`src/include/lidar_cmd_params.svh`:
```
`ifndef LIDAR_CMD_PARAMS_SVH
`define LIDAR_CMD_PARAMS_SVH

// stream framing
`define WORD_W              32
`define HEAD_CODE           16'h1234
`define ENABLE_WORD         32'h1111_1111

// zone RAM geometry
`define ZONE_DEPTH          1024
`define ZONE_AW             10
`define ZONE_DW             18

// accepted motor speed range
`define MOTOR_SPEED_MIN     32'd8
`define MOTOR_SPEED_MAX     32'd15

// register values after reset
`define RST_LASER_FREQ      32'd1_000_000
`define RST_MOTOR_SPEED     8'd15
`define RST_ZERO_ANGLE      16'd135       // 135 x 0.333 deg past the index mark
`define RST_ZERO_DISTANCE   16'd0
`define RST_APD_VOLT        16'd548
`define RST_HW_TYPE         2'd1
`define RST_LASER_ENABLE    1'b1
`define RST_MOTOR_ENABLE    1'b1

`endif

```
`src/hdl/lidar_cmd_pkg.sv`:
```
`default_nettype none

`include "lidar_cmd_params.svh"

package lidar_cmd_pkg;

    // command codes in the low half of the head word
    typedef enum logic [15:0]
    {
        SET_HW_TYPE          = 16'h4006,
        LASER_ENABLE         = 16'ha100,
        LASER_FREQ           = 16'ha101,
        MOTOR_ENABLE         = 16'ha200,
        MOTOR_SPEED          = 16'ha201,
        ZERO_DISTANCE_REVISE = 16'ha301,
        ZERO_ANGLE_REVISE    = 16'ha302,
        APD_VOLT_SETTING     = 16'ha702,
        WR_ZONE              = 16'hb100
    } cmd_code_t;

    typedef enum logic [1:0]
    {
        IDLE,                           // hunting for head code
        LENGTH,
        PAYLOAD,
        CHECKSUM                        // one word, dropped
    } parse_state_t;

    typedef logic [`WORD_W-1:0]  word_t;
    typedef logic [15:0]         word_index_t;     // payload index and length
    typedef logic [`ZONE_AW-1:0] zone_addr_t;
    typedef logic [`ZONE_DW-1:0] zone_data_t;

endpackage

`default_nettype wire

```
`src/hdl/cmd_wr_if.sv`:
```
`timescale 1ns/100ps
`default_nettype none

interface cmd_wr_if;

    import lidar_cmd_pkg::*;

    logic        wr_valid;              // one cycle per payload word
    cmd_code_t   cmd;
    word_index_t index;                 // 0 for the first payload word
    word_t       data;

    modport source
    (
        output wr_valid,
        output cmd,
        output index,
        output data
    );

    modport sink
    (
        input  wr_valid,
        input  cmd,
        input  index,
        input  data
    );

endinterface

`default_nettype wire

```
`src/hdl/param_bank.sv`:
```
`timescale 1ns/100ps
`default_nettype none

`include "lidar_cmd_params.svh"

module param_bank
(
    input  wire logic            clk,
    input  wire logic            rst_n,
    cmd_wr_if.sink               wr,
    output logic                 laser_enable,
    output lidar_cmd_pkg::word_t laser_freq,
    output logic                 motor_enable,
    output logic [7:0]           motor_speed,
    output logic [15:0]          zero_distance_revise,
    output logic [15:0]          zero_angle_revise,
    output logic [15:0]          apd_volt_setting,
    output logic                 dac_set_flag,
    output logic [1:0]           hw_type
);

    import lidar_cmd_pkg::*;

    logic enable_hit;
    logic speed_ok;

    assign enable_hit = (wr.data == `ENABLE_WORD);     // anything else disables
    assign speed_ok   = (wr.data >= `MOTOR_SPEED_MIN) && (wr.data <= `MOTOR_SPEED_MAX);

    // last payload word of a frame wins
    always_ff @(posedge clk or negedge rst_n)
    begin
        if (!rst_n)
        begin
            laser_enable         <= `RST_LASER_ENABLE;
            laser_freq           <= `RST_LASER_FREQ;
            motor_enable         <= `RST_MOTOR_ENABLE;
            motor_speed          <= `RST_MOTOR_SPEED;
            zero_distance_revise <= `RST_ZERO_DISTANCE;
            zero_angle_revise    <= `RST_ZERO_ANGLE;
            apd_volt_setting     <= `RST_APD_VOLT;
            hw_type              <= `RST_HW_TYPE;
        end
        else if (wr.wr_valid)
        begin
            case (wr.cmd)
                LASER_ENABLE:
                begin
                    laser_enable <= enable_hit;
                end
                LASER_FREQ:
                begin
                    laser_freq <= wr.data;
                end
                MOTOR_ENABLE:
                begin
                    motor_enable <= enable_hit;
                end
                MOTOR_SPEED:
                begin
                    if (speed_ok)
                        motor_speed <= wr.data[7:0];     // out of range is ignored
                end
                ZERO_DISTANCE_REVISE:
                begin
                    zero_distance_revise <= wr.data[15:0];
                end
                ZERO_ANGLE_REVISE:
                begin
                    zero_angle_revise <= wr.data[15:0];
                end
                APD_VOLT_SETTING:
                begin
                    apd_volt_setting <= wr.data[15:0];
                end
                SET_HW_TYPE:
                begin
                    hw_type <= wr.data[1:0];
                end
                default:
                begin
                    // zone words and unknown commands
                end
            endcase
        end
    end

    // DAC reload pulse, one per APD word written
    always_ff @(posedge clk or negedge rst_n)
    begin
        if (!rst_n)
            dac_set_flag <= 1'b0;
        else
            dac_set_flag <= wr.wr_valid && (wr.cmd == APD_VOLT_SETTING);
    end

endmodule

`default_nettype wire

```
`src/flat_wrapper.sv`:
```
// flat-port wrapper written by rule: the top's interface ports become plain ports
module param_bank_flat import lidar_cmd_pkg::*;
  (clk, rst_n, laser_enable, laser_freq, motor_enable, motor_speed, zero_distance_revise, zero_angle_revise, apd_volt_setting, dac_set_flag, hw_type, wr_wr_valid, wr_cmd, wr_index, wr_data);
  cmd_wr_if wr_i ();
  input  wire logic clk;
  input  wire logic rst_n;
  output logic laser_enable;
  output lidar_cmd_pkg::word_t laser_freq;
  output logic motor_enable;
  output logic [7:0] motor_speed;
  output logic [15:0] zero_distance_revise;
  output logic [15:0] zero_angle_revise;
  output logic [15:0] apd_volt_setting;
  output logic dac_set_flag;
  output logic [1:0] hw_type;
  input wire logic [$bits(wr_i.wr_valid)-1:0] wr_wr_valid;
  input wire logic [$bits(wr_i.cmd)-1:0] wr_cmd;
  input wire logic [$bits(wr_i.index)-1:0] wr_index;
  input wire logic [$bits(wr_i.data)-1:0] wr_data;
  assign wr_i.wr_valid = wr_wr_valid;
  assign wr_i.cmd = wr_cmd;
  assign wr_i.index = wr_index;
  assign wr_i.data = wr_data;
  param_bank u_core (.clk(clk), .rst_n(rst_n), .wr(wr_i), .laser_enable(laser_enable), .laser_freq(laser_freq), .motor_enable(motor_enable), .motor_speed(motor_speed), .zero_distance_revise(zero_distance_revise), .zero_angle_revise(zero_angle_revise), .apd_volt_setting(apd_volt_setting), .dac_set_flag(dac_set_flag), .hw_type(hw_type));
endmodule
```
`config.mk`:
```
export PLATFORM = sky130hd
export DESIGN_NAME = param_bank_flat
export DESIGN_NICKNAME = d
export VERILOG_FILES = /design/src/hdl/lidar_cmd_pkg.sv /design/src/hdl/cmd_wr_if.sv /design/src/hdl/param_bank.sv /design/src/flat_wrapper.sv
export VERILOG_INCLUDE_DIRS = /design/src /design/src/include
export SDC_FILE = /design/constraint.sdc
export NUM_CORES = 1
export LEC_CHECK = 0
export BUFFER_PORTS_ARGS = -buffer_cell sky130_fd_sc_hd__buf_2
export CAP_MARGIN = 20
export CORE_ASPECT_RATIO = 1.5
export CORE_UTILIZATION = 43
export DETAILED_ROUTE_END_ITERATION = 10
export HOLD_SLACK_MARGIN = 0.02
export PLACE_DENSITY = 0.78
export SYNTH_ARGS = -nofsm -noshare
export SYNTH_HDL_FRONTEND = slang
export SYNTH_SLANG_ARGS = --single-unit
```
`constraint.sdc`:
```
create_clock -name clk -period 0.8 [get_ports clk]
set_input_delay 0.04 -clock clk [delete_from_list [all_inputs] [get_ports clk]]
set_output_delay 0.04 -clock clk [all_outputs]
set_load 0.02 [all_outputs]
```
==> reports/qor.yml <==
outcome: "complete, but fails checks"
violations: "setup timing"
muxShareOfSynthArea_pct: 26.29
cts_tree: "built"
synth_compound_area_share_pct: 0
setup_slack_ps: -833.5
place_inst: 532
drc: 0
cts_hold_buf: 12
syn-cell-area_mm2: 0.003726
period_needed_ps: 1633
highest_layer: "met4"
cts_max_path_buffers: 2
layout.cells.most_common: "buf_6"
path_class: "primary input to register"
drv_cap: 0
drive_gt1_share_pct: 74.24
critPathMaxFanout: 16
core_area_mm2: 0.008413
worstMarginPinSlew_ps: 404.1
synthXorXnorAreaFrac_pct: 0
max_freq_mhz: 612.2
area.growth.synth_to_final_pct: 83.41
p_total_uw: 9388
grt_max_degree: 49
final.period_utilization_pct: 204.2
worstRegToRegCells: 2
final-max-slew-violation-count: 0
setup_viol: 186
stdcell_count: 602
dp_hpwl_um: 7285
gr-total-overflow: 0
wl_met3_um: 493
synth_top_family_by_area: "multiplexers"
grt_pass1_wl_um: 19380
seq_area_frac_synth_pct: 63.16
wire_per_inst_um: 21.94
rsz0062_at_grt: "yes"
antenna_left: 0
synthCells: 238
synthSimpleGateAreaFrac_pct: 9.402
hold_class: "primary input to register"
netlist-cell-type-count: 29
powerDensity_mw_per_mm2: 1374
clkLatencyLatePin_ps: 330
track_usage_pct: 29.46
antenna_found_initial: 2
cts-root-buf: "clkbuf_16"
final_util_pct: 81.23
numCtsBuffers: 9
ios: 160
die_area_mm2: 0.009049
clock-skew-final_ps: 0
hold_viol_final: 0
syn_area_per_cell_um2: 15.66
wl_met1_um: 4690
via_count: 3183
nFillCells: 416
peakVddDrop_uv: 1163
die_x_um: 78.01
h-tree-depth: 3
drt_iter0_drc: 159
arrival_ps: 1850
io_buffers: 143
drt-pass1-iter-count: 6
leakage_uw: 0.003497
syn_nets: 305
min_delay_path_depth: 2
cp.required_ps: 1020
final_cell_mix: "buf_6 (112), dfrtp_1 (72), buf_4 (70)"
viasPerCell: 5.287
die_y_um: 116.0
holdWs_ps: 18.35
fp-row-count: 41
clk_pin_slew_worst_paths_ps: 60
max_slew_margin_pct: 72.85
final_net_count: 555
grt_pass1_vias: 3558
synthesis.yosys.warnings: 0
finalWirelength_um: 13210
place_ws_ps: -1185
end_kind: "register"
ys_ff_latch: 93
cts_sinks: 93
start_kind: "primary input"
routabilityCongestion: 0.8200
start_util_pct: 44.29
dr_wl_met2_um: 7373
yosys.area_share.adder_pct: 0
-- report_power, final --
part	total, uW	leakage [uW]	switching (uW)	internal [uW]
Clock	3960	0.000130	1680	2280
Combinational	713	0.00214	371	342
Sequential	4710	0.00122	1.20	4710
Total	9390	0.00350	2050	7340
-- sequential cells by signal, summed over array words and instances, names as in the netlist --
name	flops
u_core.apd_volt_setting	16
u_core.motor_enable	1
u_core.zero_distance_revise	16
u_core.motor_speed	8
u_core.dac_set_flag	1
u_core.laser_enable	1
u_core.zero_angle_revise	16
u_core.laser_freq	32
u_core.hw_type	2
-- through the flow --
step | setup TNS, ps | cell area (um2)
6_report | -72260 | 6834
3_3_place_gp | -93750 | 5030
3_5_place_dp | -94760 | 5030
5_1_grt | -77300 | 6834
2_1_floorplan | -82260 | 3784
4_1_cts | -72900 | 6713
-- routing by layer --
metal  vias up  global-route usage (%)
met3        45                   5.984
met4         0                   18.89
met2       134                   52.80
met1      1629                   31.60
li1       1375                       -
met5         -                       0
-- critical path, cell delays in order --
cell and delay (ps):
buf_2 110, or4b_4 530, or4b_4 540, nor2_8 110, buf_12 160, mux2_1 340
-- cells in the mapped netlist (all sizes together) --
master   count  area share [%]
nor2         5            0.94
nand2        4            0.40
nand4b       2            0.47
mux2        87              26
nand4        5            0.84
or2          1            0.17
nor3         7             1.1
nor3b        2            0.40
nor4b        1            0.24
dfstp       21              15
dfrtp       72              48
clkbuf       1            0.10
nand3        3            0.40
nand2b       1            0.17
or4b         2            0.64
nor4bb       1            0.27
nor4         9             1.8
buf          6             1.0
nand4bb      1            0.30
and3         1            0.17
and3b        1            0.24
nor2b        5            0.84
-- area by class of cell --
class | instances | area (um2) | area share, %
sequential | 93 | 2354 | 34.44
clock inverter | 1 | 7.507 | 0.1098
tap | 107 | 133.9 | 1.959
multi-input combinational | 138 | 1739 | 25.45
timing repair buffer | 246 | 2327 | 34.05
clock buffer | 15 | 267.8 | 3.918
antenna | 2 | 5.005 | 0.07323
-- cells by family after synthesis --
family,Yosys count
mux,87
buf+inv,7
simple gates,51
flops,93
-- timing repair --
action,in CTS,in global routing
setup buffers,32,8
setup endpoints to repair,186,186
hold endpoints to repair,105,1
pin swaps,10,6
gates resized for setup,281,18
gates cloned,3,0
-- path summary, 6_finish.rpt --
kind | slack (ps) | endpoint | start
worst min-delay path | 20 | u_core.zero_angle_revise[3]$_DFFE_PN0P_ | wr_data[3]
worst max-delay path | -830 | u_core.zero_angle_revise[12]$_DFFE_PN0P_ | wr_cmd[3]
min in group asynchronous | 250 | u_core.apd_volt_setting[4]$_DFFE_PN0P_ | rst_n
worst min register to register | 510 | u_core.zero_angle_revise[9]$_DFFE_PN0P_ | u_core.zero_angle_revise[9]$_DFFE_PN0P_
max in group asynchronous | 260 | u_core.apd_volt_setting[5]$_DFFE_PN1P_ | rst_n
worst max register to register | -160 | u_core.laser_freq[4]$_DFFE_PN0P_ | u_core.laser_freq[4]$_DFFE_PN0P_
Note: power is estimated with default switching activity, not from simulation.
