[config.mk]
export PLATFORM = sky130hd
export DESIGN_NAME = frame_parser_flat
export DESIGN_NICKNAME = d
export VERILOG_FILES = /design/src/hdl/lidar_cmd_pkg.sv /design/src/hdl/cmd_wr_if.sv /design/src/hdl/frame_parser.sv /design/src/flat_wrapper.sv
export VERILOG_INCLUDE_DIRS = /design/src /design/src/include
export SDC_FILE = /design/constraint.sdc
export NUM_CORES = 1
export LEC_CHECK = 0
export BUFFER_PORTS_ARGS = -buffer_cell sky130_fd_sc_hd__buf_4
export CAP_MARGIN = 15
export CELL_PAD_IN_SITES_DETAIL_PLACEMENT = 1
export CELL_PAD_IN_SITES_GLOBAL_PLACEMENT = 2
export CORE_AREA = 3 3 95 143
export CTS_CLUSTER_SIZE = 14
export DETAILED_ROUTE_END_ITERATION = 7
export DIE_AREA = 0 0 98 146
export PLACE_DENSITY = 0.86
export RECOVER_POWER = 50
export SLEW_MARGIN = 20
export SYNTH_ARGS = -nofsm -noshare
export SYNTH_HDL_FRONTEND = slang
export SYNTH_SLANG_ARGS = --single-unit
[constraint.sdc]
create_clock -name clk -period 3.9 [get_ports clk]
set_input_delay 0.78 -clock clk [delete_from_list [all_inputs] [get_ports clk]]
set_output_delay 0.78 -clock clk [all_outputs]
set_load 0.02 [all_outputs]
[src/include/lidar_cmd_params.svh]
`ifndef LIDAR_CMD_PARAMS_SVH
`define LIDAR_CMD_PARAMS_SVH

// stream framing
`define WORD_W              32
`define HEAD_CODE           16'h1234
`define ENABLE_WORD         32'h1111_1111

// zone RAM geometry
`define ZONE_DEPTH          1024
`define ZONE_AW             10
`define ZONE_DW             18

// accepted motor speed range
`define MOTOR_SPEED_MIN     32'd8
`define MOTOR_SPEED_MAX     32'd15

// register values after reset
`define RST_LASER_FREQ      32'd1_000_000
`define RST_MOTOR_SPEED     8'd15
`define RST_ZERO_ANGLE      16'd135       // 135 x 0.333 deg past the index mark
`define RST_ZERO_DISTANCE   16'd0
`define RST_APD_VOLT        16'd548
`define RST_HW_TYPE         2'd1
`define RST_LASER_ENABLE    1'b1
`define RST_MOTOR_ENABLE    1'b1

`endif

[src/hdl/lidar_cmd_pkg.sv]
`default_nettype none

`include "lidar_cmd_params.svh"

package lidar_cmd_pkg;

    // command codes in the low half of the head word
    typedef enum logic [15:0]
    {
        SET_HW_TYPE          = 16'h4006,
        LASER_ENABLE         = 16'ha100,
        LASER_FREQ           = 16'ha101,
        MOTOR_ENABLE         = 16'ha200,
        MOTOR_SPEED          = 16'ha201,
        ZERO_DISTANCE_REVISE = 16'ha301,
        ZERO_ANGLE_REVISE    = 16'ha302,
        APD_VOLT_SETTING     = 16'ha702,
        WR_ZONE              = 16'hb100
    } cmd_code_t;

    typedef enum logic [1:0]
    {
        IDLE,                           // hunting for head code
        LENGTH,
        PAYLOAD,
        CHECKSUM                        // one word, dropped
    } parse_state_t;

    typedef logic [`WORD_W-1:0]  word_t;
    typedef logic [15:0]         word_index_t;     // payload index and length
    typedef logic [`ZONE_AW-1:0] zone_addr_t;
    typedef logic [`ZONE_DW-1:0] zone_data_t;

endpackage

`default_nettype wire

[src/hdl/cmd_wr_if.sv]
`timescale 1ns/100ps
`default_nettype none

interface cmd_wr_if;

    import lidar_cmd_pkg::*;

    logic        wr_valid;              // one cycle per payload word
    cmd_code_t   cmd;
    word_index_t index;                 // 0 for the first payload word
    word_t       data;

    modport source
    (
        output wr_valid,
        output cmd,
        output index,
        output data
    );

    modport sink
    (
        input  wr_valid,
        input  cmd,
        input  index,
        input  data
    );

endinterface

`default_nettype wire

[src/hdl/frame_parser.sv]
`timescale 1ns/100ps
`default_nettype none

`include "lidar_cmd_params.svh"

module frame_parser
(
    input  wire logic                 clk,
    input  wire logic                 rst_n,
    input  wire logic                 s_valid,
    input  wire lidar_cmd_pkg::word_t s_data,
    output logic                      s_ready,
    cmd_wr_if.source                  wr
);

    import lidar_cmd_pkg::*;

    parse_state_t state;
    word_index_t  data_len;
    word_index_t  word_cnt;
    logic         accept;
    logic         head_hit;
    logic         last_word;
    logic         empty_frame;

    assign accept      = s_valid & s_ready;
    assign head_hit    = (s_data[31:16] == `HEAD_CODE);
    assign last_word   = (word_cnt == data_len - 16'd1);
    assign empty_frame = (s_data[15:0] == 16'd0);

    // no back-pressure, ready comes up one cycle after reset
    always_ff @(posedge clk or negedge rst_n)
    begin
        if (!rst_n)
            s_ready <= 1'b0;
        else
            s_ready <= 1'b1;
    end

    always_ff @(posedge clk or negedge rst_n)
    begin
        if (!rst_n)
        begin
            state    <= IDLE;
            data_len <= '0;
            word_cnt <= '0;
            wr.cmd   <= cmd_code_t'(16'h0000);
        end
        else if (accept)
        begin
            case (state)
                IDLE:
                begin
                    if (head_hit)
                    begin
                        wr.cmd <= cmd_code_t'(s_data[15:0]);
                        state  <= LENGTH;
                    end
                end
                LENGTH:
                begin
                    data_len <= s_data[15:0];
                    word_cnt <= '0;
                    if (empty_frame)
                        state <= CHECKSUM;      // no payload, go straight to checksum
                    else
                        state <= PAYLOAD;
                end
                PAYLOAD:
                begin
                    word_cnt <= word_cnt + 16'd1;
                    if (last_word)
                        state <= CHECKSUM;
                end
                CHECKSUM:
                begin
                    state <= IDLE;              // not verified
                end
                default:
                begin
                    state <= IDLE;
                end
            endcase
        end
    end

    always_ff @(posedge clk or negedge rst_n)
    begin
        if (!rst_n)
            wr.wr_valid <= 1'b0;
        else
            wr.wr_valid <= accept && (state == PAYLOAD);
    end

    // payload word and its number, valid with wr_valid
    always_ff @(posedge clk)
    begin
        if (accept && (state == PAYLOAD))
        begin
            wr.data  <= s_data;
            wr.index <= word_cnt;
        end
    end

endmodule

`default_nettype wire

[src/flat_wrapper.sv]
// flat-port wrapper written by rule: the top's interface ports become plain ports
module frame_parser_flat import lidar_cmd_pkg::*;
  (clk, rst_n, s_valid, s_data, s_ready, wr_wr_valid, wr_cmd, wr_index, wr_data);
  cmd_wr_if wr_i ();
  input  wire logic clk;
  input  wire logic rst_n;
  input  wire logic s_valid;
  input  wire lidar_cmd_pkg::word_t s_data;
  output logic s_ready;
  output wire logic [$bits(wr_i.wr_valid)-1:0] wr_wr_valid;
  output wire logic [$bits(wr_i.cmd)-1:0] wr_cmd;
  output wire logic [$bits(wr_i.index)-1:0] wr_index;
  output wire logic [$bits(wr_i.data)-1:0] wr_data;
  assign wr_wr_valid = wr_i.wr_valid;
  assign wr_cmd = wr_i.cmd;
  assign wr_index = wr_i.index;
  assign wr_data = wr_i.data;
  frame_parser u_core (.clk(clk), .rst_n(rst_n), .s_valid(s_valid), .s_data(s_data), .s_ready(s_ready), .wr(wr_i));
endmodule
==> report_table.html <==
<table>
<tr><th>Metric</th><th>Value</th></tr>
<tr><th colspan="2">Status</th></tr>
<tr><td>Outcome</td><td>finished clean</td></tr>
<tr><th colspan="2">STA</th></tr>
<tr><td>Setup repair after global routing missed its margin</td><td>false</td></tr>
<tr><td>Number of endpoints with negative hold slack in the final report</td><td>0</td></tr>
<tr><td>Final max-slew violation count</td><td>0</td></tr>
<tr><td>Headroom to the max-slew limit</td><td>0.475</td></tr>
<tr><td>Final critical-path share of the clock period</td><td>0.653</td></tr>
<tr><td>Slew @ Worst Pin</td><td>~0.8 ns</td></tr>
<tr><td>Min cycle time layout</td><td>2.55 ns</td></tr>
<tr><td>Aggregate negative setup slack</td><td>0 ns</td></tr>
<tr><td>Total setup violations reported at the end of the flow</td><td>0</td></tr>
<tr><td>Worst clock skew</td><td>approximately 0.007 ns</td></tr>
<tr><td>Achievable clock frequency</td><td>just under 400 MHz</td></tr>
<tr><td>Worst setup margin</td><td>about 1.4 ns</td></tr>
<tr><th colspan="2">Drt</th></tr>
<tr><td>Routed wirelength normalized by instance count</td><td>between 15 and 20 um</td></tr>
<tr><td>DRC violation count after routing</td><td>0</td></tr>
<tr><td>Post-route antenna net violation count</td><td>0</td></tr>
<tr><td>Final wirelength</td><td>approximately 10 mm</td></tr>
<tr><td>Via count</td><td>around 3000</td></tr>
<tr><td>Detailed Route Iter0 Violations</td><td>90</td></tr>
<tr><td>Via density per instance</td><td>approximately 5</td></tr>
<tr><td>Number of optimization iterations in the first detailed-route pass</td><td>4</td></tr>
<tr><th colspan="2">Critical path</th></tr>
<tr><td>Largest stage delay on the critical path</td><td>approximately 0.50 ns</td></tr>
<tr><td>Worst path required time</td><td>just over 4 ns</td></tr>
<tr><td>Critical-path cell list</td><td>inv_1 &gt; ha_1 &gt; or4b_1 &gt; a311oi_1 &gt; a311oi_1 &gt; a2111oi_2 &gt; or3_1 &gt; nand3_1</td></tr>
<tr><td>Worst Path Arrival</td><td>2.77 ns</td></tr>
<tr><td>Category of the worst setup path capture point</td><td>flip-flop</td></tr>
<tr><td>Start point of the critical path</td><td>u_core.data_len[0]$_DFFE_PN0P_</td></tr>
<tr><td>Cell at the slowest stage of the critical path</td><td>sky130_fd_sc_hd__a2111oi_2</td></tr>
<tr><td>Reg2Reg Setup Slack</td><td>roughly 1.4 ns</td></tr>
<tr><td>Startpoint of the most critical register-to-register path</td><td>u_core.data_len[0]$_DFFE_PN0P_</td></tr>
<tr><td>Maximum fanout along the worst path</td><td>9</td></tr>
<tr><td>Capture instance of the worst register-to-register path</td><td>u_core.state[0]$_DFFE_PN0P_</td></tr>
<tr><td>Sort of element at the start of the critical path</td><td>flip-flop</td></tr>
<tr><td>Critical Setup Path Class</td><td>flip-flop to flip-flop</td></tr>
<tr><td>Cell mode on critical path</td><td>sky130_fd_sc_hd__a311oi_1</td></tr>
<tr><td>Worst Reg-to-Reg Cells</td><td>8</td></tr>
<tr><th colspan="2">Cells and area</th></tr>
<tr><td>Most used cells in the layout excluding fill and tap cells</td><td>sky130_fd_sc_hd__clkbuf_1 (55), sky130_fd_sc_hd__dfrtp_1 (52), sky130_fd_sc_hd__edfxtp_1 (48)</td></tr>
<tr><td>Most common cell after layout, fill and taps aside</td><td>sky130_fd_sc_hd__clkbuf_1</td></tr>
<tr><td>Final-layout fill cell count</td><td>1358</td></tr>
<tr><td>Final Net Count</td><td>approximately 470</td></tr>
<tr><td>Area taken by multi-input logic gates</td><td>between 0.0015 and 0.002 sq mm</td></tr>
<tr><td>Final std cells w/o fill</td><td>590</td></tr>
<tr><td>Count of antenna diodes in the layout</td><td>0</td></tr>
<tr><td>Area occupied by registers</td><td>0.00274 sq mm</td></tr>
<tr><td>Share of final-layout standard cells stronger than drive strength 1</td><td>0.242</td></tr>
<tr><td>Growth of design area from synthesis to finish</td><td>23.6%</td></tr>
<tr><td>Utilization after layout</td><td>0.431</td></tr>
<tr><th colspan="2">Power</th></tr>
<tr><td>Lkg Pwr</td><td>about 0.0021 uW</td></tr>
<tr><td>Areal power density over the cells</td><td>582 mW/mm^2</td></tr>
<tr><td>Worst ir drop on vdd</td><td>320 uV</td></tr>
<tr><th colspan="2">Logic synthesis</th></tr>
<tr><td>Number of flops mapped to enable cells by yosys</td><td>48</td></tr>
<tr><td>Synthesized area divided by synthesized cell count</td><td>between 10 and 15 sq um</td></tr>
<tr><td>Sequential cell area fraction in the yosys report</td><td>0.632</td></tr>
<tr><td>Simple-Gate Fraction of Synth Area</td><td>0.138</td></tr>
<tr><td>Area fraction in compound gates after synthesis</td><td>0.0559</td></tr>
<tr><td>Adder-cell share of the synthesized area</td><td>0.0144</td></tr>
<tr><td>Post-synth design cell area</td><td>0.00434 sq mm</td></tr>
<tr><td>Proportion of synthesized flip-flops having asynchronous set or reset</td><td>0.520</td></tr>
<tr><td>Syn. warnings</td><td>0</td></tr>
<tr><td>Synth Net Count</td><td>366</td></tr>
<tr><td>Post-Synthesis Cells</td><td>around 330</td></tr>
<tr><td>Synth Area in XOR/XNOR</td><td>0.0524</td></tr>
<tr><td>Dominant combinational cell family by area after synthesis</td><td>simple AND/OR/NAND/NOR gates</td></tr>
<tr><td>Share of cell area taken by muxes after synthesis</td><td>0.0902</td></tr>
<tr><td>Number of distinct library cells after synthesis</td><td>~50</td></tr>
<tr><td>Main synth FF type</td><td>sky130_fd_sc_hd__dfrtp_1</td></tr>
<tr><td>Post-synthesis register bit count</td><td>100</td></tr>
<tr><th colspan="2">Placed design</th></tr>
<tr><td>Count of port buffers added during placement</td><td>100</td></tr>
<tr><td>Cell Count Post-Placement</td><td>approximately 570</td></tr>
<tr><td>HPWL after DPL</td><td>slightly below 8 mm</td></tr>
<tr><td>Weighted congestion at the end of routability-driven global placement</td><td>around 0.77</td></tr>
<tr><td>Post-placement setup slack</td><td>about 1.2 ns</td></tr>
<tr><th colspan="2">CTS</th></tr>
<tr><td>Post-CTS setup-driven buffer insertion count</td><td>0</td></tr>
<tr><td>TritonCTS clock tree</td><td>done</td></tr>
<tr><td>H-tree levels</td><td>3</td></tr>
<tr><td>Hold buffer count at CTS</td><td>0</td></tr>
<tr><td>Clk buf depth</td><td>2</td></tr>
<tr><td>Clock edge transition at the registers on the reported setup and hold paths</td><td>about 0.070 ns</td></tr>
<tr><td>Clock tree root buffer cell</td><td>sky130_fd_sc_hd__clkbuf_16</td></tr>
<tr><td>Clock tree sinks</td><td>100</td></tr>
<tr><td>Total CTS buffers</td><td>9</td></tr>
<tr><td>Clock Latency Late Sink</td><td>about 0.34 ns</td></tr>
<tr><td>PostCTS Resize Cnt</td><td>0</td></tr>
<tr><th colspan="2">Flow run</th></tr>
<tr><td>Max-capacitance violation count</td><td>0</td></tr>
<tr><th colspan="2">Floorplan</th></tr>
<tr><td>Die outline area</td><td>roughly 0.014 sq mm</td></tr>
<tr><td>Overall die width</td><td>between 90 and 100 um</td></tr>
<tr><td>Core box area</td><td>0.0124 sq mm</td></tr>
<tr><td>Site Rows</td><td>50</td></tr>
<tr><td>IO Pins</td><td>about 100</td></tr>
<tr><td>Die extent in y</td><td>around 150 um</td></tr>
<tr><td>Starting density of the core</td><td>0.349</td></tr>
<tr><th colspan="2">Global routing</th></tr>
<tr><td>Wire length of the first global-routing pass</td><td>16.9 mm</td></tr>
<tr><td>Total global-route track usage</td><td>0.148</td></tr>
<tr><td>Number of global-route vias before repair</td><td>about 3100</td></tr>
<tr><td>GR Overflow Total</td><td>0</td></tr>
<tr><td>Antenna violations before repair</td><td>0</td></tr>
<tr><td>Maximum number of pins on one net before global-route repair</td><td>53</td></tr>
<tr><th colspan="2">Hold path</th></tr>
<tr><td>Worst hold path type</td><td>input pin to asynchronous set/reset pin</td></tr>
</table>
[logic make-up after synthesis]
| kind of cell | count (synthesis) |
|---|---|
| buffers and inverters | 16 |
| adders and majority gates | 5 |
| xor gates and xnor gates | 26 |
| other | 1 |
| muxes | 35 |
| and+or+nand+nor | 109 |
| AOI/OAI and AO/OA | 34 |
| DFF | 100 |
[routing by layer]
metal,up-vias,routed length [um],track usage
met5,-,0,0
met4,0,165,0.0416
met3,14,334,0.0269
met2,64,5760,0.276
met1,1487,4090,0.170
li1,1410,-,-
[sequential cells by signal (all words and copies together), names as in the netlist]
name / flops
u_core.wr.cmd: 16
u_core.data_len: 16
u_core.word_cnt: 16
u_core.wr.wr_valid: 1
u_core.s_ready: 1
u_core.wr.index: 16
u_core.wr.data: 32
u_core.state: 2
[worst max-delay path by stage]
stage	end	slack, ns
finish	u_core.state[0]$_DFFE_PN0P_	1.35
global route	u_core.state[0]$_DFFE_PN0P_	1.08
CTS	u_core.state[0]$_DFFE_PN0P_	1.36
detailed placement	u_core.state[1]$_DFFE_PN0P_	1.24
global placement	u_core.state[1]$_DFFE_PN0P_	1.42
floorplan	u_core.wr.data[0]$_DFFE_PP_	0.37
[Yosys cell counts, types with 3 or more instances]
master / number / share of area
sky130_fd_sc_hd__nor4b_1: 3 / 0.0061
sky130_fd_sc_hd__o21ai_0: 10 / 0.012
sky130_fd_sc_hd__inv_1: 5 / 0.0043
sky130_fd_sc_hd__nor3_1: 8 / 0.0092
sky130_fd_sc_hd__mux2_2: 33 / 0.086
sky130_fd_sc_hd__o31ai_1: 5 / 0.0086
sky130_fd_sc_hd__and3_1: 5 / 0.0072
sky130_fd_sc_hd__dfrtp_1: 52 / 0.30
sky130_fd_sc_hd__xnor2_1: 20 / 0.040
sky130_fd_sc_hd__nand3b_1: 3 / 0.0052
sky130_fd_sc_hd__nand3_1: 14 / 0.016
sky130_fd_sc_hd__nor2_1: 17 / 0.015
sky130_fd_sc_hd__or3_1: 4 / 0.0058
sky130_fd_sc_hd__nand4b_1: 3 / 0.0061
sky130_fd_sc_hd__ha_1: 5 / 0.014
sky130_fd_sc_hd__clkbuf_1: 8 / 0.0069
sky130_fd_sc_hd__nor4_1: 6 / 0.0086
sky130_fd_sc_hd__edfxtp_1: 48 / 0.33
sky130_fd_sc_hd__nand4_1: 8 / 0.012
sky130_fd_sc_hd__a21oi_1: 5 / 0.0058
sky130_fd_sc_hd__nand2_1: 25 / 0.022
sky130_fd_sc_hd__xor2_1: 6 / 0.012
[worst max-delay path, delay by kind of cell (launching register included)]
family	cells	cell delay [ns]
compound gates	3	0.82
fa+ha+maj	1	0.35
simple gates	3	0.73
buf+inv	1	0.09
flops	1	0.45
[cell type report]
class,count,share of cell area
flip-flops and latches,100,0.511
well taps,156,0.0364
repair buffers,103,0.106
clock buffers,10,0.0427
clock inverters,6,0.0135
multi-input cells,210,0.286
inverters,5,0.00350
[per-stage QoR]
step	hold WS (ns)	area [sq um]	total power (uW)
after floorplan	0.420	4340	2000
after global placement	0.491	5270	2240
after detailed placement	0.500	5270	2290
after CTS	0.506	5570	3190
after global routing	0.530	5370	3310
final	0.476	5370	3120
[power breakdown]
part           leakage, uW  switching (uW)  internal, uW  total (uW)
clock             0.000143             396           503         899
sequential         0.00114             173          1260        1430
combinational     0.000832             445           347         792
Note: power is estimated with default switching activity, not from simulation.
